File: src/hw/scmi_mbox_pkg.sv
// ~~~~~~~~~~~~~~~~~~~~~~~~~~~~~~
// Shared widths, address map and types of the SCMI mailbox.
// Every mailbox file refers to these by scoped name.
// ~~~~~~~~~~~~~~~~~~~~~~~~~~~~~~

package scmi_mbox_pkg;

  // mailbox geometry
  localparam int NUM_CHANNELS = 4;

  // port 0 is the agent, port 1 is the platform
  localparam int NUM_PORTS = 2;

  localparam int CHAN_W = 2;
  localparam int WORD_W = 3;

  // word address is {channel, word offset}
  localparam int ADDR_W = CHAN_W + WORD_W;

  localparam int DATA_W = 32;

  typedef logic [ADDR_W-1:0]       addr_t;
  typedef logic [DATA_W-1:0]       data_t;
  typedef logic [CHAN_W-1:0]       chan_t;
  typedef logic [WORD_W-1:0]       word_off_t;
  typedef logic [NUM_CHANNELS-1:0] chan_vec_t;

  // the two flag words sit at the top of each channel window
  localparam word_off_t DOORBELL_OFFSET   = 3'd6;
  localparam word_off_t COMPLETION_OFFSET = 3'd7;

  // offsets below the doorbell hold the message payload
  localparam int NUM_PAYLOAD_WORDS = int'(DOORBELL_OFFSET);

  // the requester front end waits for a request, waits on the bus and then finishes the handshake
  typedef enum logic [1:0] {
    PORT_IDLE,
    PORT_BUSY,
    PORT_DONE
  } port_state_e;

endpackage

File: src/hw/scmi_mbox_bus_if.sv
// ~~~~~~~~~~~~~~~~~~~~~~~~~~~~~~
// Four-phase word access bus used inside the mailbox.
// A requester holds req until ack, the responder holds ack until req drops.
// ~~~~~~~~~~~~~~~~~~~~~~~~~~~~~~

`timescale 1ns/1ns

interface scmi_mbox_bus_if;

  logic                 req;
  logic                 we;
  scmi_mbox_pkg::addr_t addr;
  scmi_mbox_pkg::data_t wdata;
  logic                 ack;

  // only meaningful for reads while ack is high
  scmi_mbox_pkg::data_t rdata;

  modport requester (
    output req,
    output we,
    output addr,
    output wdata,
    input  ack,
    input  rdata
  );

  modport responder (
    input  req,
    input  we,
    input  addr,
    input  wdata,
    output ack,
    output rdata
  );

endinterface

File: src/hw/scmi_mbox_arbiter.sv
// ~~~~~~~~~~~~~~~~~~~~~~~~~~~~~~
// Round-robin arbiter between the agent and platform ports.
// One port owns the memory bus for a whole four-phase exchange.
// ~~~~~~~~~~~~~~~~~~~~~~~~~~~~~~

`timescale 1ns/1ns

module scmi_mbox_arbiter (
  input  logic                clk_i,
  input  logic                rst_n_i,
  scmi_mbox_bus_if.responder  port_bus [scmi_mbox_pkg::NUM_PORTS],
  scmi_mbox_bus_if.requester  mem_bus
);

  logic [scmi_mbox_pkg::NUM_PORTS-1:0] port_req;
  logic [scmi_mbox_pkg::NUM_PORTS-1:0] port_we;
  scmi_mbox_pkg::addr_t                port_addr  [scmi_mbox_pkg::NUM_PORTS];
  scmi_mbox_pkg::data_t                port_wdata [scmi_mbox_pkg::NUM_PORTS];

  logic gnt_valid_q;
  logic gnt_idx_q;
  logic last_q;
  logic pick;

  for (genvar p = 0; p < scmi_mbox_pkg::NUM_PORTS; p++) begin : g_port
    assign port_req[p]   = port_bus[p].req;
    assign port_we[p]    = port_bus[p].we;
    assign port_addr[p]  = port_bus[p].addr;
    assign port_wdata[p] = port_bus[p].wdata;

    // the port that does not hold the grant sees neither ack nor data
    assign port_bus[p].ack   = gnt_valid_q && (gnt_idx_q == p) && mem_bus.ack;
    assign port_bus[p].rdata = (gnt_valid_q && (gnt_idx_q == p)) ? mem_bus.rdata : '0;
  end

  // on a tie the port that was not served last wins
  always_comb begin
    if (port_req[0] && port_req[1]) begin
      pick = ~last_q;
    end else begin
      pick = port_req[1];
    end
  end

  always_ff @(posedge clk_i) begin
    if (!rst_n_i) begin
      gnt_valid_q <= 1'b0;
      gnt_idx_q   <= 1'b0;
      // port 0 wins the first tie
      last_q      <= 1'b1;
    end else if (!gnt_valid_q) begin
      if (|port_req) begin
        gnt_valid_q <= 1'b1;
        gnt_idx_q   <= pick;
      end
    end else if (!port_req[gnt_idx_q] && !mem_bus.ack) begin
      gnt_valid_q <= 1'b0;
      last_q      <= gnt_idx_q;
    end
  end

  assign mem_bus.req   = gnt_valid_q && port_req[gnt_idx_q];
  assign mem_bus.we    = port_we[gnt_idx_q];
  assign mem_bus.addr  = port_addr[gnt_idx_q];
  assign mem_bus.wdata = port_wdata[gnt_idx_q];

endmodule

File: src/hw/scmi_mbox_port.sv
// ~~~~~~~~~~~~~~~~~~~~~~~~~~~~~~
// Front end for one external four-phase requester.
// Latches the access and replays it on the internal bus.
// ~~~~~~~~~~~~~~~~~~~~~~~~~~~~~~

`timescale 1ns/1ns

module scmi_mbox_port (
  input  logic                    clk_i,
  input  logic                    rst_n_i,
  input  logic                    req_i,
  input  logic                    we_i,
  input  scmi_mbox_pkg::addr_t    addr_i,
  input  scmi_mbox_pkg::data_t    wdata_i,
  output logic                    ack_o,
  output scmi_mbox_pkg::data_t    rdata_o,
  scmi_mbox_bus_if.requester      bus
);

  scmi_mbox_pkg::port_state_e state_q;

  logic                 req_q;
  logic                 ack_q;
  logic                 we_q;
  scmi_mbox_pkg::addr_t addr_q;
  scmi_mbox_pkg::data_t wdata_q;
  scmi_mbox_pkg::data_t rdata_q;

  logic accept;
  logic bus_done;

  // ack is low in idle, so a high req here is always a fresh request
  assign accept   = (state_q == scmi_mbox_pkg::PORT_IDLE) && req_i;
  assign bus_done = (state_q == scmi_mbox_pkg::PORT_BUSY) && bus.ack;

  always_ff @(posedge clk_i) begin
    if (!rst_n_i) begin
      state_q <= scmi_mbox_pkg::PORT_IDLE;
      req_q   <= 1'b0;
      ack_q   <= 1'b0;
    end else begin
      case (state_q)
        scmi_mbox_pkg::PORT_IDLE: begin
          if (accept) begin
            req_q   <= 1'b1;
            state_q <= scmi_mbox_pkg::PORT_BUSY;
          end
        end
        scmi_mbox_pkg::PORT_BUSY: begin
          // drop the internal req right away so the arbiter can move on
          if (bus_done) begin
            req_q   <= 1'b0;
            ack_q   <= 1'b1;
            state_q <= scmi_mbox_pkg::PORT_DONE;
          end
        end
        scmi_mbox_pkg::PORT_DONE: begin
          if (!req_i && !bus.ack) begin
            ack_q   <= 1'b0;
            state_q <= scmi_mbox_pkg::PORT_IDLE;
          end
        end
        default: state_q <= scmi_mbox_pkg::PORT_IDLE;
      endcase
    end
  end

  always_ff @(posedge clk_i) begin
    if (accept) begin
      we_q    <= we_i;
      addr_q  <= addr_i;
      wdata_q <= wdata_i;
    end
    if (bus_done) begin
      rdata_q <= bus.rdata;
    end
  end

  assign bus.req   = req_q;
  assign bus.we    = we_q;
  assign bus.addr  = addr_q;
  assign bus.wdata = wdata_q;

  assign ack_o   = ack_q;
  assign rdata_o = rdata_q;

endmodule

File: src/hw/scmi_mbox_shared_mem.sv
// ~~~~~~~~~~~~~~~~~~~~~~~~~~~~~~
// Channel message memory with doorbell and completion flags.
// Each flag bit drives its channel's interrupt line directly.
// ~~~~~~~~~~~~~~~~~~~~~~~~~~~~~~

`timescale 1ns/1ns

module scmi_mbox_shared_mem (
  input  logic                      clk_i,
  input  logic                      rst_n_i,
  scmi_mbox_bus_if.responder        bus,
  output scmi_mbox_pkg::chan_vec_t  irq_doorbell_o,
  output scmi_mbox_pkg::chan_vec_t  irq_completion_o
);

  scmi_mbox_pkg::data_t
    payload_q [scmi_mbox_pkg::NUM_CHANNELS][scmi_mbox_pkg::NUM_PAYLOAD_WORDS];

  scmi_mbox_pkg::chan_vec_t  doorbell_q;
  scmi_mbox_pkg::chan_vec_t  completion_q;

  scmi_mbox_pkg::chan_t      chan;
  scmi_mbox_pkg::word_off_t  off;
  scmi_mbox_pkg::data_t      rd_word;
  scmi_mbox_pkg::data_t      rdata_q;

  logic ack_q;
  logic access;

  assign chan = bus.addr[scmi_mbox_pkg::ADDR_W-1:scmi_mbox_pkg::WORD_W];
  assign off  = bus.addr[scmi_mbox_pkg::WORD_W-1:0];

  // each handshake makes one access on the edge that raises ack
  assign access = bus.req && !ack_q;

  // flags read back in bit 0 only
  always_comb begin
    case (off)
      scmi_mbox_pkg::DOORBELL_OFFSET: begin
        rd_word = scmi_mbox_pkg::data_t'(doorbell_q[chan]);
      end
      scmi_mbox_pkg::COMPLETION_OFFSET: begin
        rd_word = scmi_mbox_pkg::data_t'(completion_q[chan]);
      end
      default: begin
        rd_word = payload_q[chan][off];
      end
    endcase
  end

  always_ff @(posedge clk_i) begin
    if (!rst_n_i) begin
      ack_q        <= 1'b0;
      doorbell_q   <= '0;
      completion_q <= '0;
      for (int c = 0; c < scmi_mbox_pkg::NUM_CHANNELS; c++) begin
        for (int w = 0; w < scmi_mbox_pkg::NUM_PAYLOAD_WORDS; w++) begin
          payload_q[c][w] <= '0;
        end
      end
    end else if (access) begin
      ack_q <= 1'b1;
      if (bus.we) begin
        case (off)
          scmi_mbox_pkg::DOORBELL_OFFSET: begin
            doorbell_q[chan] <= bus.wdata[0];
          end
          scmi_mbox_pkg::COMPLETION_OFFSET: begin
            completion_q[chan] <= bus.wdata[0];
          end
          default: begin
            payload_q[chan][off] <= bus.wdata;
          end
        endcase
      end
    end else if (!bus.req) begin
      ack_q <= 1'b0;
    end
  end

  always_ff @(posedge clk_i) begin
    if (access && !bus.we) begin
      rdata_q <= rd_word;
    end
  end

  assign bus.ack   = ack_q;
  assign bus.rdata = rdata_q;

  assign irq_doorbell_o   = doorbell_q;
  assign irq_completion_o = completion_q;

endmodule

File: src/hw/scmi_mbox_top.sv
// ~~~~~~~~~~~~~~~~~~~~~~~~~~~~~~
// SCMI mailbox top level with agent and platform requester ports.
// Both ports reach the shared channel memory through one arbiter.
// ~~~~~~~~~~~~~~~~~~~~~~~~~~~~~~

`timescale 1ns/1ns

module scmi_mbox_top (
  input  logic                      clk_i,
  input  logic                      rst_n_i,

  input  logic                      agent_req_i,
  input  logic                      agent_we_i,
  input  scmi_mbox_pkg::addr_t      agent_addr_i,
  input  scmi_mbox_pkg::data_t      agent_wdata_i,
  output logic                      agent_ack_o,
  output scmi_mbox_pkg::data_t      agent_rdata_o,

  input  logic                      platform_req_i,
  input  logic                      platform_we_i,
  input  scmi_mbox_pkg::addr_t      platform_addr_i,
  input  scmi_mbox_pkg::data_t      platform_wdata_i,
  output logic                      platform_ack_o,
  output scmi_mbox_pkg::data_t      platform_rdata_o,

  output scmi_mbox_pkg::chan_vec_t  irq_doorbell_o,
  output scmi_mbox_pkg::chan_vec_t  irq_completion_o
);

  // index 0 carries the agent, index 1 the platform
  scmi_mbox_bus_if port_bus [scmi_mbox_pkg::NUM_PORTS] ();
  scmi_mbox_bus_if mem_bus ();

  scmi_mbox_port u_agent_port (
    .clk_i   (clk_i),
    .rst_n_i (rst_n_i),
    .req_i   (agent_req_i),
    .we_i    (agent_we_i),
    .addr_i  (agent_addr_i),
    .wdata_i (agent_wdata_i),
    .ack_o   (agent_ack_o),
    .rdata_o (agent_rdata_o),
    .bus     (port_bus[0])
  );

  scmi_mbox_port u_platform_port (
    .clk_i   (clk_i),
    .rst_n_i (rst_n_i),
    .req_i   (platform_req_i),
    .we_i    (platform_we_i),
    .addr_i  (platform_addr_i),
    .wdata_i (platform_wdata_i),
    .ack_o   (platform_ack_o),
    .rdata_o (platform_rdata_o),
    .bus     (port_bus[1])
  );

  scmi_mbox_arbiter u_arbiter (
    .clk_i    (clk_i),
    .rst_n_i  (rst_n_i),
    .port_bus (port_bus),
    .mem_bus  (mem_bus)
  );

  scmi_mbox_shared_mem u_shared_mem (
    .clk_i            (clk_i),
    .rst_n_i          (rst_n_i),
    .bus              (mem_bus),
    .irq_doorbell_o   (irq_doorbell_o),
    .irq_completion_o (irq_completion_o)
  );

endmodule
File: config.mk
export PLATFORM = sky130hd
export DESIGN_NAME = scmi_mbox_top
export DESIGN_NICKNAME = d
export VERILOG_FILES = /design/src/hw/scmi_mbox_pkg.sv /design/src/hw/scmi_mbox_bus_if.sv /design/src/hw/scmi_mbox_arbiter.sv /design/src/hw/scmi_mbox_port.sv /design/src/hw/scmi_mbox_shared_mem.sv /design/src/hw/scmi_mbox_top.sv
export SDC_FILE = /design/constraint.sdc
export NUM_CORES = 1
export LEC_CHECK = 0
export BUFFER_PORTS_ARGS = -buffer_cell sky130_fd_sc_hd__buf_2
export CAP_MARGIN = 10
export CORE_MARGIN = 2
export CORE_UTILIZATION = 30
export CTS_CLUSTER_DIAMETER = 50
export DETAILED_ROUTE_END_ITERATION = 16
export GPL_ROUTABILITY_DRIVEN = 1
export PLACE_DENSITY = 0.42
export SLEW_MARGIN = 20
export SYNTH_ARGS = -nofsm -noshare
export SYNTH_HDL_FRONTEND = slang
export SYNTH_SLANG_ARGS = --single-unit
File: constraint.sdc
create_clock -name clk_i -period 3.6 [get_ports clk_i]
set_input_delay 1.08 -clock clk_i [delete_from_list [all_inputs] [get_ports clk_i]]
set_output_delay 1.08 -clock clk_i [all_outputs]
set_load 0.02 [all_outputs]
==> results of run 1 <==
routing by layer:
layer	vias up	share of wire [%]
li1	11900	-
met1	14000	45
met2	1002	45
met3	173	7.3
met4	0	1.9
met5	-	0
cell usage in the layout (no fill, tap or decap), types with 18 or more instances in the layout:
cell type,n
a2111oi_0,18
a21oi_1,70
a22o_1,42
a22oi_1,41
a311oi_1,37
and2_1,33
and3_1,35
buf_12,19
buf_2,153
buf_4,151
clkbuf_16,138
clkinv_1,21
clkinv_2,20
dfxtp_1,19
edfxtp_1,940
inv_6,19
mux2i_1,34
mux2i_2,20
nand2_1,124
nor2_1,779
nor3_1,27
nor4bb_1,27
o211ai_1,38
o21a_1,88
o21ai_0,67
o221ai_1,32
o22ai_1,111
path summary, 6_finish.rpt:
| kind | startpoint | to | slack [ps] | cells past startpoint |
|---|---|---|---|---|
| max | u_agent_port.bus.addr[4]$_DFFE_PP_ | u_shared_mem.bus.rdata[26]$_SDFFCE_PP0P_ | 140 | 7 |
| min | platform_wdata_i[1] | u_platform_port.bus.wdata[1]$_DFFE_PP_ | 510 | 1 |
| max reg2reg | u_agent_port.bus.addr[4]$_DFFE_PP_ | u_shared_mem.bus.rdata[26]$_SDFFCE_PP0P_ | 140 | 7 |
| min reg2reg | u_arbiter.last_q$_SDFFE_PN1P_ | u_arbiter.last_q$_SDFFE_PN1P_ | 510 | 2 |
state kept, by name (all words and copies together), names as in the netlist, 2 cells and up:
name                           count
u_agent_port.bus.wdata            32
u_shared_mem.irq_doorbell_o        4
u_platform_port.bus.wdata         32
u_agent_port.state_q               2
u_agent_port.bus.addr              5
u_platform_port.rdata_o           32
u_platform_port.bus.addr           5
u_platform_port.state_q            2
u_agent_port.rdata_o              32
u_shared_mem.payload_q           768
u_shared_mem.bus.rdata            32
u_shared_mem.irq_completion_o      4
worst reg2reg max path: stages (launching register included):
cell and delay (ps):
edfxtp_1 540, and3b_2 480, buf_4 360, nor2_4 670
buf_12 310, o221ai_1 170, o22ai_1 590, or4_1 210
report_power, final:
group,internal (mW),switching [mW]
Sequential,12.8,0.241
Clock,7.87,5.12
Combinational,1.25,3.14
Total,21.9,8.50
final cells by class:
class / instances / area share, %
Antenna cell: 5 / 0.0260
Clock buffer: 153 / 7.30
Clock inverter: 89 / 1.76
Inverter: 8 / 0.0623
Multi-Input combinational cell: 1831 / 22.1
Sequential cell: 960 / 59.4
Tap cell: 1768 / 4.59
Timing Repair Buffer: 323 / 4.73
per-stage QoR:
stage | hold WS [ps] | cells | total power [mW] | cell area [µm²] | worst slack [ps]
6_report | 507 | 5137 | 30.4 | 48200 | 137
5_1_grt | 455 | 5132 | 31.4 | 48200 | 94.9
4_1_cts | 437 | 5132 | 30.7 | 48200 | 243
3_5_place_dp | 495 | 4890 | 17.6 | 43800 | 274
3_3_place_gp | 476 | 4890 | 17.6 | 43800 | 274
2_1_floorplan | 458 | 3093 | 15.4 | 40200 | 498
synthesized netlist by cell type (all sizes together), types with 8 or more instances:
cell	number	area, µm²
or4	17	128
nand2	124	465
o21ai	69	345
nand4	15	93.8
a311oi	37	324
a21oi	71	355
a22oi	41	308
or3	12	75.1
a2bb2oi	12	105
o22ai	111	694
ha	8	100
nor3	28	140
a22o	42	368
nor4bb	27	270
dfxtp	20	400
and3	36	225
o221ai	32	280
a2111oi	18	158
o311a	17	170
edfxtp	940	28200
and2	36	225
buf	59	304
o21a	88	661
inv	8	30.0
a221o	17	170
clkbuf	235	882
nor2	784	2940
a2111o	14	158
o211ai	38	285
mux2i	68	684
cell families (layout without fill, tap and decap cells):
group	count (synthesis)	in the layout	share of synthesized area (%)
and+or+nand+nor	1118	1118	12.1
AOI/OAI and AO/OA	631	631	11.4
DFF	960	960	71.3
buffers and inverters	302	573	3.03
muxes	74	74	1.94
other	0	5	0
adders and majority gates	8	8	0.249
==> metrics.md, run 1 <==
| Metric | Value |
|---|---|
| Register Area | 0.0286 mm² |
| Post-synth cell types | between 60 and 70 |
| Netlist Area Pre-Place | 0.0402 mm² |
| #FFs+latches synth | between 900 and 1000 |
| H-tree levels | 4 |
| Final setup fails | 0 |
| Sequential share of the synthesized area | around 71% |
| Fin crit share | 96.2% |
| Outcome | finished clean |
| Hold Path Class | in -> reg |
| Critical Path RT | 4220 ps |
| All-layer global routing usage | between 20% and 30% |
| Syn Inst Count | 3093 |
| Total number of vias | approximately 27000 |
| Initial Util | 30.2% |
| DR pass1 iterations | 6 |
| Total CTS buffers | around 130 |
| GRT met3 Usage | 3.96% |
| Setup repair bufs after CTS | 0 |
| Startpoint types | flip-flop |
| RSZ-0062 raised after global routing | no |
| Final Slew Violations | 0 |
| Worst-path clk slew | 60 ps |
| Post-route core utilization | 36.2% |
| Crit end category | flip-flop |
| Overflow left after global routing | 0 |
| Layout area overhead | 20.0% |
| Routed len/inst | between 20 and 30 µm |
| Leakage power | roughly 17 nW |
| First-pass GRT wire length | roughly 200000 µm |
| Hold-fix buffers at CTS | 0 |
| Worst path slowest cell | nor2_4 |
| Main flop type after synthesis | edfxtp_1 |
| Fin crit period | about 3500 ps |
| Final worst clock skew | ~31 ps |
| Total negative slack | 0 ps |
| Initial antenna violation count | 6 |
| Chip width | around 370 µm |
| Most crowded layer after global routing | met2 |
| Number of vias per cell | between 5 and 6 |
| Cell area power density | 631 mW/mm² |
| M2 GR Usage | between 30 and 40% |
| DRC Markers | 0 |
| Layout cells sized above 1 | 17.7% |
| IO Pins | between 150 and 200 |
| CP max FO | 32 |
| Port Buffer Count | around 150 |
| First DRT Iteration DRCs | between 2000 and 2500 |
| Fillers | around 13000 |
| RePlAce Congestion | 0.826 |
| Die Area | ~0.14 mm² |
| Critical path's top delay family | simple AND/OR/NAND/NOR gates |
| Async SR Flop Fraction | 0% |
| Max Cap Viol | 0 |
| Final hold violations | 0 |
| Core Area | 0.133 mm² |
| Critical setup path kind | reg -> reg |
| EDFF count, synth | 940 |
| CTS Buffer Depth | 3 |
| Buffers & Inverters on Critical Path | 2 |
| Later-pin clock latency in the skew report | 760 ps |
| Nets | roughly 3300 |
| Area of the multi-input gates | about 0.011 mm² |
| Cell row count | ~130 |
| Measured slew at the worst slew-check pin | 918 ps |
| CTS sink cnt | between 900 and 1000 |
| Largest net degree at the start of global routing | 70 |
| CTS tree | yes |
| Critical path cell sequence | and3b_2 > buf_4 > nor2_4 > buf_12 > o221ai_1 > o22ai_1 > or4_1 |
| Vert. Die Dim | 370 µm |
| Ys Warns | 0 |
| Post-DP HPWL | approximately 85000 µm |
| Number of global-route vias before repair | around 27000 |
| Syn Area/Cell | between 10 and 15 µm² |
| Antenna Nets Post-Route | 0 |
| Peak supply drop | ~520 µV |
| Post-CTS Resized | 0 |
| Post-synth net total | roughly 3200 |
| Fmax | ~290 MHz |
| Data arrival, critical path | roughly 4100 ps |
| CP max stage delay | 660 ps |
| Routing usage on met1 | about 29% |
| Root cell of the clock tree | clkbuf_16 |
| WL final | 138000 µm |
| Slew margin rel. | between 30% and 40% |
(Power assumes the default switching activity.)
==> run 2: changes to the inputs <==
CORE_ASPECT_RATIO = 1.75   (was not set)
==> run 2 against run 1 <==
Maximum frequency is 9.8% higher. Sequential share of layout area is 1.1 points higher. Count of clock-buffer cells in the layout is 33 lower. Routed wire length is 4.7% lower. Cell count is 2.2% lower. Clock power is 15% lower. Sequential power hardly changed. Total power is 7.0% lower. Critical path type unchanged. Largest power group unchanged.
==> metrics.md, run 2 (synthesized netlist as in run 1, its figures left out) <==
| Metric | Value |
|---|---|
| Initial Util | between 30% and 40% |
| Worst-path clk slew | ~60 ps |
| Largest net degree at the start of global routing | 63 |
| First DRT Iteration DRCs | 1976 |
| Chip width | around 280 µm |
| Die Area | 0.137 mm² |
| Total CTS buffers | about 100 |
| Final Slew Violations | 0 |
| Critical Path RT | ~4000 ps |
| Crit end category | flip-flop |
| Peak supply drop | around 390 µV |
| Data arrival, critical path | between 3000 and 4000 ps |
| Hold-fix buffers at CTS | 0 |
| Final worst clock skew | 26.2 ps |
| Leakage power | approximately 17 nW |
| Final hold violations | 0 |
| IO Pins | ~150 |
| Worst path slowest cell | dfxtp_4 |
| Register with the most flip-flops | u_shared_mem.payload_q |
| Number of vias per cell | 5.26 |
| CTS tree | yes |
| Setup repair bufs after CTS | 0 |
| Nets | 3322 |
| DR pass1 iterations | 7 |
| Root cell of the clock tree | clkbuf_16 |
| Most common cell after layout, fill and taps aside | edfxtp_1 |
| Port Buffer Count | 153 |
| Initial antenna violation count | 10 |
| Layout cells sized above 1 | 16.7% |
| Post-DP HPWL | 88000 µm |
| Slew margin rel. | between 20% and 30% |
| Critical path's top delay family | buffers and inverters |
| Buffers & Inverters on Critical Path | 3 |
| First-pass GRT wire length | roughly 190000 µm |
| Critical setup path kind | reg -> reg |
| Routed len/inst | around 26 µm |
| Total number of vias | approximately 26000 |
| Vert. Die Dim | slightly below 500 µm |
| Startpoint types | flip-flop |
| Most frequent cells in the layout | edfxtp_1, nor2_1, buf_2 |
| Min Hold Slack | ~520 ps |
| Core Area | approximately 0.13 mm² |
| Post-CTS Resized | 0 |
| Hold Path Class | reg -> reg |
| WL final | 131000 µm |
| CTS Buffer Depth | 3 |
| Later-pin clock latency in the skew report | roughly 720 ps |
| RSZ-0062 raised after global routing | no |
| Number of global-route vias before repair | 27300 |
| Layout area overhead | 17.8% |
| Most used cell, CP | buf_4 |
| Final setup fails | 0 |
| H-tree levels | 3 |
| Max Cap Viol | 0 |
| All-layer global routing usage | 19.2% |
| Largest register FFs | about 770 |
| Antenna Nets Post-Route | 0 |
| Overall power | 28.3 mW |
| RePlAce Congestion | just over 0.8 |
| DRC Markers | 0 |
| CP max stage delay | ~600 ps |
| Outcome | finished clean |
| Critical path cell sequence | nor3b_2 > buf_4 > nor2_4 > buf_12 > buf_4 > o221ai_1 > a2bb2oi_1 > nand4_1 |
| Fmax | 317 MHz |
| CP max FO | 32 |
| Cell area power density | 597 mW/mm² |
| CTS sink cnt | 960 |
| Measured slew at the worst slew-check pin | 1100 ps |
| Fin crit share | roughly 88% |
| Cell row count | 177 |
| Fin crit period | around 3200 ps |
| Total negative slack | 0 ps |
| Overflow left after global routing | 0 |
==> run 2: cell count changes in the layout (fill, tap and decap cells not counted), moves of 2 or more <==
cell        before  now
clkbuf_16      138  105
clkinv_2        20    9
buf_12          19   25
inv_6           19   15
clkinv_1        21   18
bufinv_16       11   13
clkinvlp_4       9    7
diode_2          5    3
nor2b_2          0    2
==> run 2: report_power, final <==
part           total [mW]  internal (mW)  switching [mW]
sequential           13.0           12.8           0.238
combinational        4.19           1.26            2.93
clock                11.1           6.36            4.72
total                28.3           20.4            7.89
==> run 2: final cells by class <==
type,count,area [µm²]
Fill cell,12900,85500
Clock inverter,71,800
Timing Repair Buffer,329,2400
Sequential cell,960,28600
Clock buffer,120,2690
Inverter,8,30.0
Multi-Input combinational cell,1831,10600
Tap cell,1700,2130
Antenna cell,3,7.51
==> run 2: final timing paths <==
check	to	cells after the start	slack, ps	startpoint
setup / recovery	u_shared_mem.bus.rdata[17]$_SDFFCE_PP0P_	8	450	u_arbiter.gnt_idx_q$_SDFFE_PN0P_
hold / removal	u_arbiter.last_q$_SDFFE_PN1P_	2	520	u_arbiter.last_q$_SDFFE_PN1P_
setup reg to reg	u_shared_mem.bus.rdata[17]$_SDFFCE_PP0P_	8	450	u_arbiter.gnt_idx_q$_SDFFE_PN0P_
hold reg to reg	u_arbiter.last_q$_SDFFE_PN1P_	2	520	u_arbiter.last_q$_SDFFE_PN1P_
==> run 2: worst min-delay path: stages (launching register included) <==
cell	delay (ps)
dfxtp_1	350
o22ai_1	80
nand2_1	60
==> run 2: through the flow <==
step	util (%)	area (µm²)	cells	setup WS, ps
2_1_floorplan	-	40200	3093	498
3_3_place_gp	33.0	43800	4828	514
3_5_place_dp	33.0	43800	4828	445
4_1_cts	35.6	47300	5019	434
5_1_grt	35.6	47300	5020	312
6_report	35.6	47300	5022	447
==> run 2: routing by layer <==
| metal | vias to the layer above | part of all wire (%) | track usage, % | routed length [µm] |
|---|---|---|---|---|
| met4 | 0 | 2.9 | 6.19 | 3840 |
| met5 | - | 0 | 0 | 0 |
| met2 | 872 | 53 | 35.3 | 69600 |
| li1 | 11800 | - | - | - |
| met1 | 13500 | 38 | 22.6 | 50400 |
| met3 | 211 | 5.8 | 3.11 | 7620 |
